==> config.mk <==
export PLATFORM = sky130hd
export DESIGN_NAME = fix_parser_top
export DESIGN_NICKNAME = d
export VERILOG_FILES = /design/src/hw/fix_stream_pkg.sv /design/src/hw/fix_field_pkg.sv /design/src/hw/fix_byte_scanner.sv /design/src/hw/fix_field_extract.sv /design/src/hw/fix_field_collect.sv /design/src/hw/fix_parser_top.sv
export VERILOG_INCLUDE_DIRS = /design/src /design/src/include
export SDC_FILE = /design/constraint.sdc
export NUM_CORES = 2
export LEC_CHECK = 0
export BUFFER_PORTS_ARGS = -buffer_cell sky130_fd_sc_hd__buf_2
export CAP_MARGIN = 25
export CORE_ASPECT_RATIO = 1.1
export CORE_UTILIZATION = 61
export CTS_CLUSTER_DIAMETER = 50
export DETAILED_ROUTE_END_ITERATION = 10
export PLACE_DENSITY = 0.79
export REMOVE_ABC_BUFFERS = 1
export SYNTH_ARGS = -nofsm -noshare
export SYNTH_HDL_FRONTEND = slang
export SYNTH_SLANG_ARGS = --single-unit
==> constraint.sdc <==
create_clock -name clk -period 18.5 [get_ports clk]
set_input_delay 1.85 -clock clk [delete_from_list [all_inputs] [get_ports clk]]
set_output_delay 1.85 -clock clk [all_outputs]
set_load 0.03 [all_outputs]
==> src/include/fix_params.svh <==
/*
 * FIX parser parameters.
 * Lane count, tag and value storage sizes and the two delimiter
 * characters of the tag=value<SOH> field format.
 */

`ifndef FIX_PARAMS_SVH
`define FIX_PARAMS_SVH

////////////////////
// Lanes and storage
////////////////////

// Number of field-extraction lanes. Any power of two from 2 up works.
`define FIX_LANES 4

// Storage per field in characters.
`define FIX_TAG_BYTES 4
`define FIX_VALUE_BYTES 32

////////////////////
// Delimiters
////////////////////

`define FIX_CHAR_EQ 8'h3D
`define FIX_CHAR_SOH 8'h01

`endif

==> src/hw/fix_stream_pkg.sv <==
/*
 * FIX byte stream types.
 * A classified byte as it travels from the scanner to a lane.
 */

package fix_stream_pkg;

	// Role of a byte inside a field.
	// KIND_END is the SOH that closes the field.
	typedef enum logic [1:0] {
		KIND_TAG   = 2'd0,
		KIND_VALUE = 2'd1,
		KIND_END   = 2'd2
	} fix_kind_e;

	// One classified byte, 10 bits in all.
	typedef struct packed {
		logic [7:0] data;
		fix_kind_e  kind;
	} fix_char_t;

endpackage

==> src/hw/fix_field_pkg.sv <==
/*
 * FIX extracted field types.
 * The field record handed from a lane to the collector and out of
 * the parser, with its header, trailer and overflow flags.
 */

`include "fix_params.svh"

package fix_field_pkg;

	// Value length counts 0 up to the full value storage.
	typedef logic [$clog2(`FIX_VALUE_BYTES + 1) - 1:0] fix_len_t;

	// Tag and value are packed with the first character in the low byte.
	// Bytes past the end of the text are zero.
	typedef struct packed {
		logic [`FIX_TAG_BYTES * 8 - 1:0]   tag;
		logic [`FIX_VALUE_BYTES * 8 - 1:0] value;
		fix_len_t                          value_len;
		// Tag was "8" (BeginString).
		logic                              start_of_header;
		// Tag was "10" (CheckSum).
		logic                              end_of_body;
		// Tag or value ran past its storage.
		logic                              overflow;
	} fix_field_t;

endpackage

==> src/hw/fix_byte_scanner.sv <==
/*
 * FIX byte scanner.
 * Accepts bytes over a four-phase req/ack port, classifies each one as
 * tag, value or field end, and routes it round-robin to the lanes.
 */

`timescale 1ns/1ps
`include "fix_params.svh"

module fix_byte_scanner (
	input  logic                       clk,
	input  logic                       rst,
	input  logic                       in_req_i,
	input  logic [7:0]                 in_byte_i,
	input  logic [`FIX_LANES-1:0]      lane_busy_i,
	output logic                       in_ack_o,
	output logic [`FIX_LANES-1:0]      char_valid_o,
	output fix_stream_pkg::fix_char_t  char_o
);
	import fix_stream_pkg::*;

	typedef enum logic [1:0] {S_IDLE, S_SEND, S_ACK} scan_state_e;

	scan_state_e                    state;
	logic                           req_meta;
	logic                           req_sync;
	logic                           in_tag_q;
	logic                           field_open_q;
	logic [$clog2(`FIX_LANES)-1:0]  lane_ptr;
	logic                           is_soh;
	logic                           is_eq;
	logic                           hold_byte;

	assign is_soh = (in_byte_i == `FIX_CHAR_SOH);
	// Only the first "=" of a field is a delimiter; later ones are value text.
	assign is_eq = in_tag_q && (in_byte_i == `FIX_CHAR_EQ);
	// A new field may only start in a lane that has been drained.
	assign hold_byte = !field_open_q && lane_busy_i[lane_ptr];

	always_ff @(posedge clk) begin
		if (rst) begin
			req_meta <= 1'b0;
			req_sync <= 1'b0;
		end else begin
			req_meta <= in_req_i;
			req_sync <= req_meta;
		end
	end

	////////////////////
	// Four-phase acceptor
	////////////////////

	always_ff @(posedge clk) begin
		char_valid_o <= '0;
		if (rst) begin
			state        <= S_IDLE;
			in_ack_o     <= 1'b0;
			in_tag_q     <= 1'b1;
			field_open_q <= 1'b0;
			lane_ptr     <= '0;
		end else begin
			case (state)
				S_IDLE: begin
					if (req_sync) begin
						state <= S_SEND;
					end
				end
				S_SEND: begin
					if (!hold_byte) begin
						in_ack_o <= 1'b1;
						state    <= S_ACK;
						if (is_soh) begin
							char_valid_o[lane_ptr] <= 1'b1;
							lane_ptr               <= lane_ptr + 1'b1;
							in_tag_q               <= 1'b1;
							field_open_q           <= 1'b0;
						end else if (is_eq) begin
							// The delimiter itself never reaches the lane.
							in_tag_q     <= 1'b0;
							field_open_q <= 1'b1;
						end else begin
							char_valid_o[lane_ptr] <= 1'b1;
							field_open_q           <= 1'b1;
						end
					end
				end
				S_ACK: begin
					if (!req_sync) begin
						in_ack_o <= 1'b0;
						state    <= S_IDLE;
					end
				end
				default: state <= S_IDLE;
			endcase
		end
	end

	always_ff @(posedge clk) begin
		if (state == S_SEND) begin
			char_o.data <= in_byte_i;
			if (is_soh) begin
				char_o.kind <= KIND_END;
			end else if (in_tag_q) begin
				char_o.kind <= KIND_TAG;
			end else begin
				char_o.kind <= KIND_VALUE;
			end
		end
	end

endmodule

==> src/hw/fix_field_extract.sv <==
/*
 * FIX field extraction lane.
 * Packs the tag and value characters of one field, flags BeginString,
 * CheckSum and overflow, and holds the result until it is taken.
 */

`timescale 1ns/1ps
`include "fix_params.svh"

module fix_field_extract (
	input  logic                       clk,
	input  logic                       rst,
	input  logic                       char_valid_i,
	input  fix_stream_pkg::fix_char_t  char_i,
	input  logic                       take_i,
	output logic                       busy_o,
	output logic                       field_valid_o,
	output fix_field_pkg::fix_field_t  field_o
);
	import fix_stream_pkg::*;
	import fix_field_pkg::*;

	// Tags that mark the message boundaries, first character low.
	localparam logic [`FIX_TAG_BYTES*8-1:0] tag_begin_string = 'h38;
	localparam logic [`FIX_TAG_BYTES*8-1:0] tag_check_sum    = 'h3031;

	fix_field_t                           field_q;
	logic [$clog2(`FIX_TAG_BYTES+1)-1:0]  tag_cnt;
	logic                                 active_q;
	logic                                 valid_q;

	////////////////////
	// Field assembly
	////////////////////

	// Clearing on take also zeroes the unused bytes for the next field.
	always_ff @(posedge clk) begin
		if (rst || take_i) begin
			field_q  <= '0;
			tag_cnt  <= '0;
			active_q <= 1'b0;
			valid_q  <= 1'b0;
		end else if (char_valid_i && !valid_q) begin
			active_q <= 1'b1;
			case (char_i.kind)
				KIND_TAG: begin
					if (tag_cnt < `FIX_TAG_BYTES) begin
						field_q.tag[tag_cnt*8 +: 8] <= char_i.data;
						tag_cnt                     <= tag_cnt + 1'b1;
					end else begin
						field_q.overflow <= 1'b1;
					end
				end
				KIND_VALUE: begin
					if (field_q.value_len < `FIX_VALUE_BYTES) begin
						field_q.value[field_q.value_len*8 +: 8] <= char_i.data;
						field_q.value_len <= field_q.value_len + 1'b1;
					end else begin
						field_q.overflow <= 1'b1;
					end
				end
				KIND_END: begin
					// An overflowed tag holds four characters and matches neither.
					field_q.start_of_header <= (field_q.tag == tag_begin_string);
					field_q.end_of_body     <= (field_q.tag == tag_check_sum);
					valid_q                 <= 1'b1;
				end
				default: ;
			endcase
		end
	end

	// Busy from the first character until the collector takes the field.
	assign busy_o        = active_q | valid_q;
	assign field_valid_o = valid_q;
	assign field_o       = field_q;

endmodule

==> src/hw/fix_field_collect.sv <==
/*
 * FIX field collector.
 * Drains finished fields from the lanes in arrival order and sends
 * them one at a time over a four-phase req/ack port.
 */

`timescale 1ns/1ps
`include "fix_params.svh"

module fix_field_collect (
	input  logic                       clk,
	input  logic                       rst,
	input  logic [`FIX_LANES-1:0]      field_valid_i,
	input  fix_field_pkg::fix_field_t  fields_i [`FIX_LANES],
	input  logic                       out_ack_i,
	output logic [`FIX_LANES-1:0]      take_o,
	output logic                       out_req_o,
	output fix_field_pkg::fix_field_t  field_o
);
	import fix_field_pkg::*;

	typedef enum logic [1:0] {S_IDLE, S_REQ, S_RELEASE} out_state_e;

	out_state_e                     state;
	logic                           ack_meta;
	logic                           ack_sync;
	logic [$clog2(`FIX_LANES)-1:0]  rd_ptr;
	fix_field_t                     field_q;

	always_ff @(posedge clk) begin
		if (rst) begin
			ack_meta <= 1'b0;
			ack_sync <= 1'b0;
		end else begin
			ack_meta <= out_ack_i;
			ack_sync <= ack_meta;
		end
	end

	////////////////////
	// Four-phase sender
	////////////////////

	// The read pointer follows the scanner's lane order, so fields
	// leave in the order they arrived.
	always_ff @(posedge clk) begin
		take_o <= '0;
		if (rst) begin
			state     <= S_IDLE;
			out_req_o <= 1'b0;
			rd_ptr    <= '0;
		end else begin
			case (state)
				S_IDLE: begin
					if (field_valid_i[rd_ptr]) begin
						take_o[rd_ptr] <= 1'b1;
						out_req_o      <= 1'b1;
						state          <= S_REQ;
					end
				end
				S_REQ: begin
					if (ack_sync) begin
						out_req_o <= 1'b0;
						state     <= S_RELEASE;
					end
				end
				S_RELEASE: begin
					if (!ack_sync) begin
						rd_ptr <= rd_ptr + 1'b1;
						state  <= S_IDLE;
					end
				end
				default: state <= S_IDLE;
			endcase
		end
	end

	// Output register, stable until the next field is latched.
	always_ff @(posedge clk) begin
		if (state == S_IDLE && field_valid_i[rd_ptr]) begin
			field_q <= fields_i[rd_ptr];
		end
	end

	assign field_o = field_q;

endmodule

==> src/hw/fix_parser_top.sv <==
/*
 * FIX field parser top level.
 * Scanner, a bank of extraction lanes and the output collector.
 */

`timescale 1ns/1ps
`include "fix_params.svh"

module fix_parser_top (
	input  logic                       clk,
	input  logic                       rst,
	input  logic                       in_req_i,
	input  logic [7:0]                 in_byte_i,
	output logic                       in_ack_o,
	output logic                       out_req_o,
	input  logic                       out_ack_i,
	output fix_field_pkg::fix_field_t  field_o
);
	import fix_stream_pkg::*;
	import fix_field_pkg::*;

	logic [`FIX_LANES-1:0]  lane_busy;
	logic [`FIX_LANES-1:0]  char_valid;
	fix_char_t              char_bus;
	logic [`FIX_LANES-1:0]  field_valid;
	logic [`FIX_LANES-1:0]  take;
	fix_field_t             lane_fields [`FIX_LANES];

	fix_byte_scanner scanner_i (
		.clk          (clk),
		.rst          (rst),
		.in_req_i     (in_req_i),
		.in_byte_i    (in_byte_i),
		.lane_busy_i  (lane_busy),
		.in_ack_o     (in_ack_o),
		.char_valid_o (char_valid),
		.char_o       (char_bus)
	);

	// All lanes share the character bus; char_valid selects the target.
	for (genvar g = 0; g < `FIX_LANES; g++) begin : lane_g
		fix_field_extract lane_i (
			.clk           (clk),
			.rst           (rst),
			.char_valid_i  (char_valid[g]),
			.char_i        (char_bus),
			.take_i        (take[g]),
			.busy_o        (lane_busy[g]),
			.field_valid_o (field_valid[g]),
			.field_o       (lane_fields[g])
		);
	end

	fix_field_collect collect_i (
		.clk           (clk),
		.rst           (rst),
		.field_valid_i (field_valid),
		.fields_i      (lane_fields),
		.out_ack_i     (out_ack_i),
		.take_o        (take),
		.out_req_o     (out_req_o),
		.field_o       (field_o)
	);

endmodule

After elaboration in Yosys (flattened, before gate mapping)
Index checks and enable logic that the tools add are counted.
Word-level totals
  flip-flop bits (word level): 1539
  latch bits: 0
  output and inout port bits: 299
  memory bits (writable): 0
  input bits: 12
  ROM bits: 0
  logic and storage cells: 247
  memories kept: 0
Cells by class
  equal/unequal tests: 30
  mux-type cells: 51
  multipliers: 0
  order comparisons: 13
  shift operators: 16
  $add $sub $neg: 18
  divide/modulo/power cells: 0
  bitwise gates (word level): 10
  reduce and logical (&&, ||, !) cells: 51
Operator list (count)
  bitwise mux 256 bit: 4
  variable shift 8 x 34 -> 256 bit, first input constant: 4
  indexed part select 8 x 34 -> 256 bit: 4
  binary-select mux 297 bit (select 2 bit): 1
  2-to-1 mux 297 bit: 2
  negator 6 -> 34 bit: 4
  negator 9 -> 34 bit: 4
  variable shift 8 x 34 -> 32 bit, first input constant: 4
  indexed part select 8 x 34 -> 32 bit: 4
  bitwise mux 32 bit: 4
  == test 32 x 14 -> 1 bit, second input constant: 4
  == test 32 x 6 -> 1 bit, second input constant: 4
  AND reduction 3 bit: 14
  adder 6 x 1 -> 6 bit, second input constant: 4
  less-than comparator 6 bit, second input constant: 4
  != test 2 bit, second input constant: 12
  2-to-1 mux 1 bit: 20
  AND reduction 4 bit: 4
  adder 3 x 1 -> 3 bit, second input constant: 4
  less-than comparator 3 bit, second input constant: 4
  2-to-1 mux 2 bit: 6
  one-hot mux 1 bit (2 select lines): 6
  one-hot mux 2 bit (3 select lines): 2
  AND reduction 2 bit: 6
  21 further kinds: 60

Depth between registers and ports, before layout
  depth in word-level cells: 6
  gate-level depth with buffers: 13
  mapped depth without buffers: 8

By module
Synthesis repeated with hierarchy kept, for this count alone.
Second synthesis, totals
  cells, all modules: 5999
  area, all modules: 66012.1 um^2
By module, submodules not included
  fix_field_collect: cells each 700, instances 1, sequential area each 9138.8 um^2, area each 16483.3 um^2
  fix_field_extract (lane_g[0].lane_i): cells each 1336, instances 1, sequential area each 6045.8 um^2, area each 12484.5 um^2
  fix_field_extract (lane_g[1].lane_i): cells each 1314, instances 1, sequential area each 6045.8 um^2, area each 12439.4 um^2
  fix_field_extract (lane_g[3].lane_i): cells each 1299, instances 1, sequential area each 6045.8 um^2, area each 11954.0 um^2
  fix_field_extract (lane_g[2].lane_i): cells each 1281, instances 1, sequential area each 6045.8 um^2, area each 11778.8 um^2
  fix_byte_scanner: cells each 69, instances 1, sequential area each 560.5 um^2, area each 872.1 um^2

Worst setup path before layout
Ideal clock, no wire load.
  path kind: flip-flop to flip-flop
  start: reg collect_i.rd_ptr[0]
  end: reg collect_i.field_q, in the netlist collect_i.field_o[0] (enable)
  path slack: 4.474 ns
  cell stages (with the launch flop): 4
  period minus slack after synthesis: 14.026 ns
  path buffers: 0
  arrival: 13.066 ns
  cell sequence: dfxtp_1 mux4_2 nand2b_1 nor2_1
On the way
  longest elaborated chain between the ends: 3
RTL lines
  from (decl): line fix_field_collect.sv:27  | logic [$clog2(`FIX_LANES)-1:0] rd_ptr;
  from (signal assigned): line fix_field_collect.sv:69  | rd_ptr <= rd_ptr + 1'b1;
  binary-select mux 1 bit (select 2 bit): line fix_field_collect.sv:80  | if (state == S_IDLE && field_valid_i[rd_ptr]) begin
  2-to-1 mux 1 bit (implied by the code): line fix_field_collect.sv:80
  logical AND 1 bit: line fix_field_collect.sv:80
  to (signal assigned): line fix_field_collect.sv:81  | field_q <= fields_i[rd_ptr];
  to (decl): line fix_field_collect.sv:28  | fix_field_t field_q;
Every way passes these cells. The select of a mux whose other input is x is not followed.
A chain may end at the register's enable or synchronous reset.

Worst setup path in the final report
  start: reg lane_g[0].lane_i.field_q, in the netlist lane_g[0].lane_i.field_o[3]
  end: reg lane_g[0].lane_i.field_q, in the netlist lane_g[0].lane_i.field_o[188]
On the way
  longest elaborated chain between the ends: 3
  elaborated cells on any way between the ends: 6
  classes of those cells: add/sub: 1; order compare: 1; shift: 2; mux: 1; reduce/logical: 1
RTL lines
  from (decl): line fix_field_extract.sv:27  | fix_field_t field_q;
  negator 9 -> 34 bit: line fix_field_extract.sv:56  | field_q.value[field_q.value_len*8 +: 8] <= char_i.data;
  indexed part select 8 x 34 -> 256 bit / variable shift 8 x 34 -> 256 bit (equally long branches): line fix_field_extract.sv:56
  bitwise mux 256 bit: line fix_field_extract.sv:56
Several ways; a longest one is shown, not always the timed one.

==> PnR_summary.wiki <==
{| class="wikitable"
! Metric !! Value
|-
| Worst skew pair latency || 0.78 ns
|-
| Most numerous cell in the Yosys netlist || sky130_fd_sc_hd__dfxtp_1
|-
| Antenna Violating Nets Remaining || 0
|-
| Transition time of the tightest slew-check pin || 1.176 ns
|-
| Most used flip-flop cell after synthesis || sky130_fd_sc_hd__dfxtp_1
|-
| Total wirelength of the detailed-routed design || 204900 um
|-
| Setup Slack @ Placement || 13.69 ns
|-
| Die extent in x || 310.3 um
|-
| Placed cell count || 7387
|-
| Number of levels in the clock H-tree || 4
|-
| Placer congestion estimate || 0.9756
|-
| Boundary Pins || 311
|-
| Post-synth top area share || 38.67%
|-
| Overall Global Routing Usage || 38.20%
|-
| Pin count of the biggest net entering global routing || 109
|-
| Final Critical Period || 4.544 ns
|-
| Number of warning messages in the yosys log || 0
|-
| Count of routing violations after the opening detailed-route iteration || 6909
|-
| Number of buffers and inverters on the critical path || 0
|-
| GRT Residual Overflow || 0
|-
| Rows || 124
|-
| Synth Register Bits || 1539
|-
| Share of the yosys chip area belonging to registers || 53.12%
|-
| P_int || 5.199 mW
|-
| Vertical die dimension || 341.1 um
|-
| Final routed DRC violation total || 0
|-
| CP Capture Type || flip-flop
|-
| Number of port buffers || 310
|-
| RSZ-0062 raised after global routing || no
|-
| Number of antenna violations at the first check in global routing || 9
|-
| Sequential group share of total power || 51.5%
|-
| Worst relative slew slack || 20.96%
|-
| First-pass GRT wire length || 304200 um
|-
| Switching pwr || 1.431 mW
|-
| Final WS setup || 13.96 ns
|-
| R2R Setup Slk || 13.96 ns
|-
| Top cells by instance count after synthesis || 1232 x sky130_fd_sc_hd__dfxtp_1, 784 x sky130_fd_sc_hd__nand3_1, 755 x sky130_fd_sc_hd__nand2_1, 466 x sky130_fd_sc_hd__o21ai_0, 407 x sky130_fd_sc_hd__mux2i_1
|-
| Critical path launch point type || flip-flop
|-
| Finish-stage setup viols || 0
|-
| Average size of a mapped cell || 10.55 um^2
|-
| CTS tree || built
|-
| Category of cells accounting for the largest share of critical-path delay || simple AND/OR/NAND/NOR gates
|-
| Via total after detailed routing || 51900
|-
| Count of maximum capacitance violations || 0
|-
| Final-layout worst hold slack || 0.4347 ns
|-
| Part of the power in the clock network || 46.9%
|-
| Hold-fix buffer count after cts || 0
|-
| Total Die Area || 105900 um^2
|-
| Distinct cell type count of the synthesized netlist || 84
|-
| Lkg Pwr || 25.04 nW
|-
| Via/cell ratio || 6.763
|-
| Count of final max-slew check failures || 0
|-
| Class of the tightest hold or removal check || flip-flop to flip-flop
|-
| Period Utilization, post-route || 24.56%
|-
| Utilization after layout || 68.91%
|-
| Number of clock buffers inserted by TritonCTS || 149
|-
| Number of resized instances in the post-cts repair step || 0
|-
| Maximum single-stage delay on the critical path || 0.89 ns
|-
| Clk sink count || 1539
|-
| Post-detail-place hpwl || 134700 um
|-
| Post-synth top area cell || sky130_fd_sc_hd__dfxtp_1
|-
| Layout net count || 6216
|-
| Top cells by area, synth || sky130_fd_sc_hd__dfxtp_1 39%, sky130_fd_sc_hd__edfxtp_1 14%, sky130_fd_sc_hd__mux4_2 11%, sky130_fd_sc_hd__mux2i_1 6.4%, sky130_fd_sc_hd__nand3_1 6.2%
|-
| Critical path fanouts, max || 21
|-
| Post-synthesis cell count || 6046
|-
| Area growth from synthesis to layout || 12.13%
|-
| Gate power share || 1.6%
|-
| Proportion of layout cells with a drive suffix above 1 || 17.51%
|-
| Highest achievable clock rate || 0.2201 GHz
|-
| Average routed wire per standard cell || 26.71 um
|-
| Synthesized area || 63780 um^2
|-
| Number of global-route vias before repair || 49490
|-
| Maximum clock path buffer count || 3
|-
| Clk Tree Root Cell || sky130_fd_sc_hd__clkbuf_16
|-
| Worst Path Required || 19.17 ns
|-
| Effective utilization at floorplan || 61.45%
|-
| First-pass iteration count of the detailed router || 9
|-
| PD cells || 92.70 nW/um^2
|-
| Worst Setup Path Type || flip-flop to flip-flop
|-
| Critical Path, Cell by Cell || or3_1, nor3_1, ha_1, or4b_4, nor2_2, nand4_2, or2_2, o21ai_0
|-
| Final hold violation count || 0
|-
| Max VDD drop || 0.07885 mV
|-
| Core region area || 103800 um^2
|-
| Final cell count without fillers || 7673
|-
| Outcome || completed
|-
| Signal arrival time at the worst endpoint || 5.21 ns
|-
| Clock transition at the registers of the reported paths || 0.06 ns
|-
| Switching power as a share of total power || 21.58%
|-
| Slowest cell on crit path || sky130_fd_sc_hd__dfxtp_1
|-
| EDFF count, synth || 307
|-
| Skew final || 0.03460 ns
|-
| Buffer count from post-CTS setup fixing || 0
|-
| Share of flip-flops with an asynchronous set or reset after synthesis || 0%
|}
[sequential cells by signal (all words and copies together) (netlist names), 2 cells and up]
name,cells
lane_g.lane_i.field_o,1188
collect_i.field_o,297
lane_g.lane_i.tag_cnt,12
scanner_i.char_o,10
collect_i.take_o,4
lane_g.lane_i.active_q,4
lane_g.lane_i.field_valid_o,4
scanner_i.char_valid_o,4
collect_i.rd_ptr,2
collect_i.state,2
scanner_i.lane_ptr,2
scanner_i.state,2
[area by class of cell]
cell class              count  area, um^2
diodes                      6       15.01
clock buffers             210        4300
clock inverters            62       661.9
fillers                  7398       32270
inverters                  43       161.4
multi-input cells        3968       27970
flip-flops and latches   1539       33890
well taps                1386        1734
repair buffers            459        2786
[cells in the final DEF, fill, tap and decap left out, types with 8 or more instances in the layout]
master,Yosys,final
sky130_fd_sc_hd__mux4_2,298,298
sky130_fd_sc_hd__and2_0,10,10
sky130_fd_sc_hd__a22oi_1,8,8
sky130_fd_sc_hd__dfxtp_1,1232,1230
sky130_fd_sc_hd__clkinv_1,0,11
sky130_fd_sc_hd__nand4_2,8,8
sky130_fd_sc_hd__xnor2_1,25,23
sky130_fd_sc_hd__nand4_1,32,32
sky130_fd_sc_hd__nor2b_1,20,20
sky130_fd_sc_hd__o41ai_1,10,10
sky130_fd_sc_hd__and2_1,42,42
sky130_fd_sc_hd__nand3_1,784,784
sky130_fd_sc_hd__ha_1,44,44
sky130_fd_sc_hd__and3_1,43,43
sky130_fd_sc_hd__a21oi_1,169,168
sky130_fd_sc_hd__nor4_1,37,36
sky130_fd_sc_hd__buf_2,23,313
sky130_fd_sc_hd__clkbuf_16,0,157
sky130_fd_sc_hd__nand2_1,755,755
sky130_fd_sc_hd__edfxtp_1,307,307
sky130_fd_sc_hd__bufinv_16,0,10
sky130_fd_sc_hd__nor3_1,41,40
sky130_fd_sc_hd__or2_2,28,25
sky130_fd_sc_hd__inv_1,43,43
sky130_fd_sc_hd__nor2_1,338,329
sky130_fd_sc_hd__nor2_2,15,17
sky130_fd_sc_hd__inv_6,0,8
sky130_fd_sc_hd__clkinv_2,0,16
sky130_fd_sc_hd__o31ai_1,139,139
sky130_fd_sc_hd__nand2b_1,26,26
sky130_fd_sc_hd__nor4b_1,18,15
sky130_fd_sc_hd__buf_4,4,136
sky130_fd_sc_hd__clkbuf_1,369,34
sky130_fd_sc_hd__clkbuf_8,0,17
sky130_fd_sc_hd__o21ai_0,466,464
sky130_fd_sc_hd__xor2_1,13,11
sky130_fd_sc_hd__mux2i_1,407,407
sky130_fd_sc_hd__o211ai_1,51,51
sky130_fd_sc_hd__o2111ai_1,21,19
[power groups by stage]
stage	Combinational (mW)	Sequential [mW]	Clock, mW
after floorplan	0.0410	3.50	0
after CTS	0.100	3.41	3.11
final	0.107	3.41	3.11
after global placement	0.0985	3.49	0
after global routing	0.108	3.41	3.24
after detailed placement	0.0998	3.49	0
[worst reg2reg max path, cell delays in order, from the launching register on]
cell	delay (ns)
sky130_fd_sc_hd__dfxtp_1	0.89
sky130_fd_sc_hd__or3_1	0.31
sky130_fd_sc_hd__nor3_1	0.08
sky130_fd_sc_hd__ha_1	0.24
sky130_fd_sc_hd__or4b_4	0.53
sky130_fd_sc_hd__nor2_2	0.77
sky130_fd_sc_hd__nand4_2	0.76
sky130_fd_sc_hd__or2_2	0.66
sky130_fd_sc_hd__o21ai_0	0.23
[logic make-up after synthesis]
logic type	synth area share, %
compound gates	8.555
xor+xnor	0.5218
fa+ha+maj	0.8631
buf+inv	3.264
flops	53.12
mux	16.91
simple gates	16.77
[per-layer routing]
| layer | track usage (%) | vias up | share of wire, % |
|---|---|---|---|
| met2 | 58.37 | 3727 | 45 |
| met3 | 8.359 | 899 | 12 |
| met4 | 26.84 | 4 | 7.8 |
| met1 | 48.24 | 25040 | 35 |
| li1 | - | 22230 | - |
| met5 | 0 | - | 0.013 |
[per-stage QoR]
step / area [um^2] / setup TNS (ns) / power [mW]
global route: 71510 / 0 / 6.761
global placement: 66270 / 0 / 3.587
CTS: 71380 / 0 / 6.622
finish: 71520 / 0 / 6.630
detailed placement: 66420 / 0 / 3.588
floorplan: 61860 / -2205.27 / 3.543
[path summary, 6_finish.rpt]
path                                                               start                                         end  cells after the start
worst min register to register             collect_i.ack_meta$_SDFF_PP0_               collect_i.ack_sync$_SDFF_PP0_                      1
worst min-delay path                       collect_i.ack_meta$_SDFF_PP0_               collect_i.ack_sync$_SDFF_PP0_                      1
worst max register to register  lane_g[0].lane_i.field_o[3]$_SDFFE_PP0P_  lane_g[0].lane_i.field_o[188]$_SDFFE_PP0P_                      8
worst max-delay path            lane_g[0].lane_i.field_o[3]$_SDFFE_PP0P_  lane_g[0].lane_i.field_o[188]$_SDFFE_PP0P_                      8
Power figures use the tool's default switching activity.
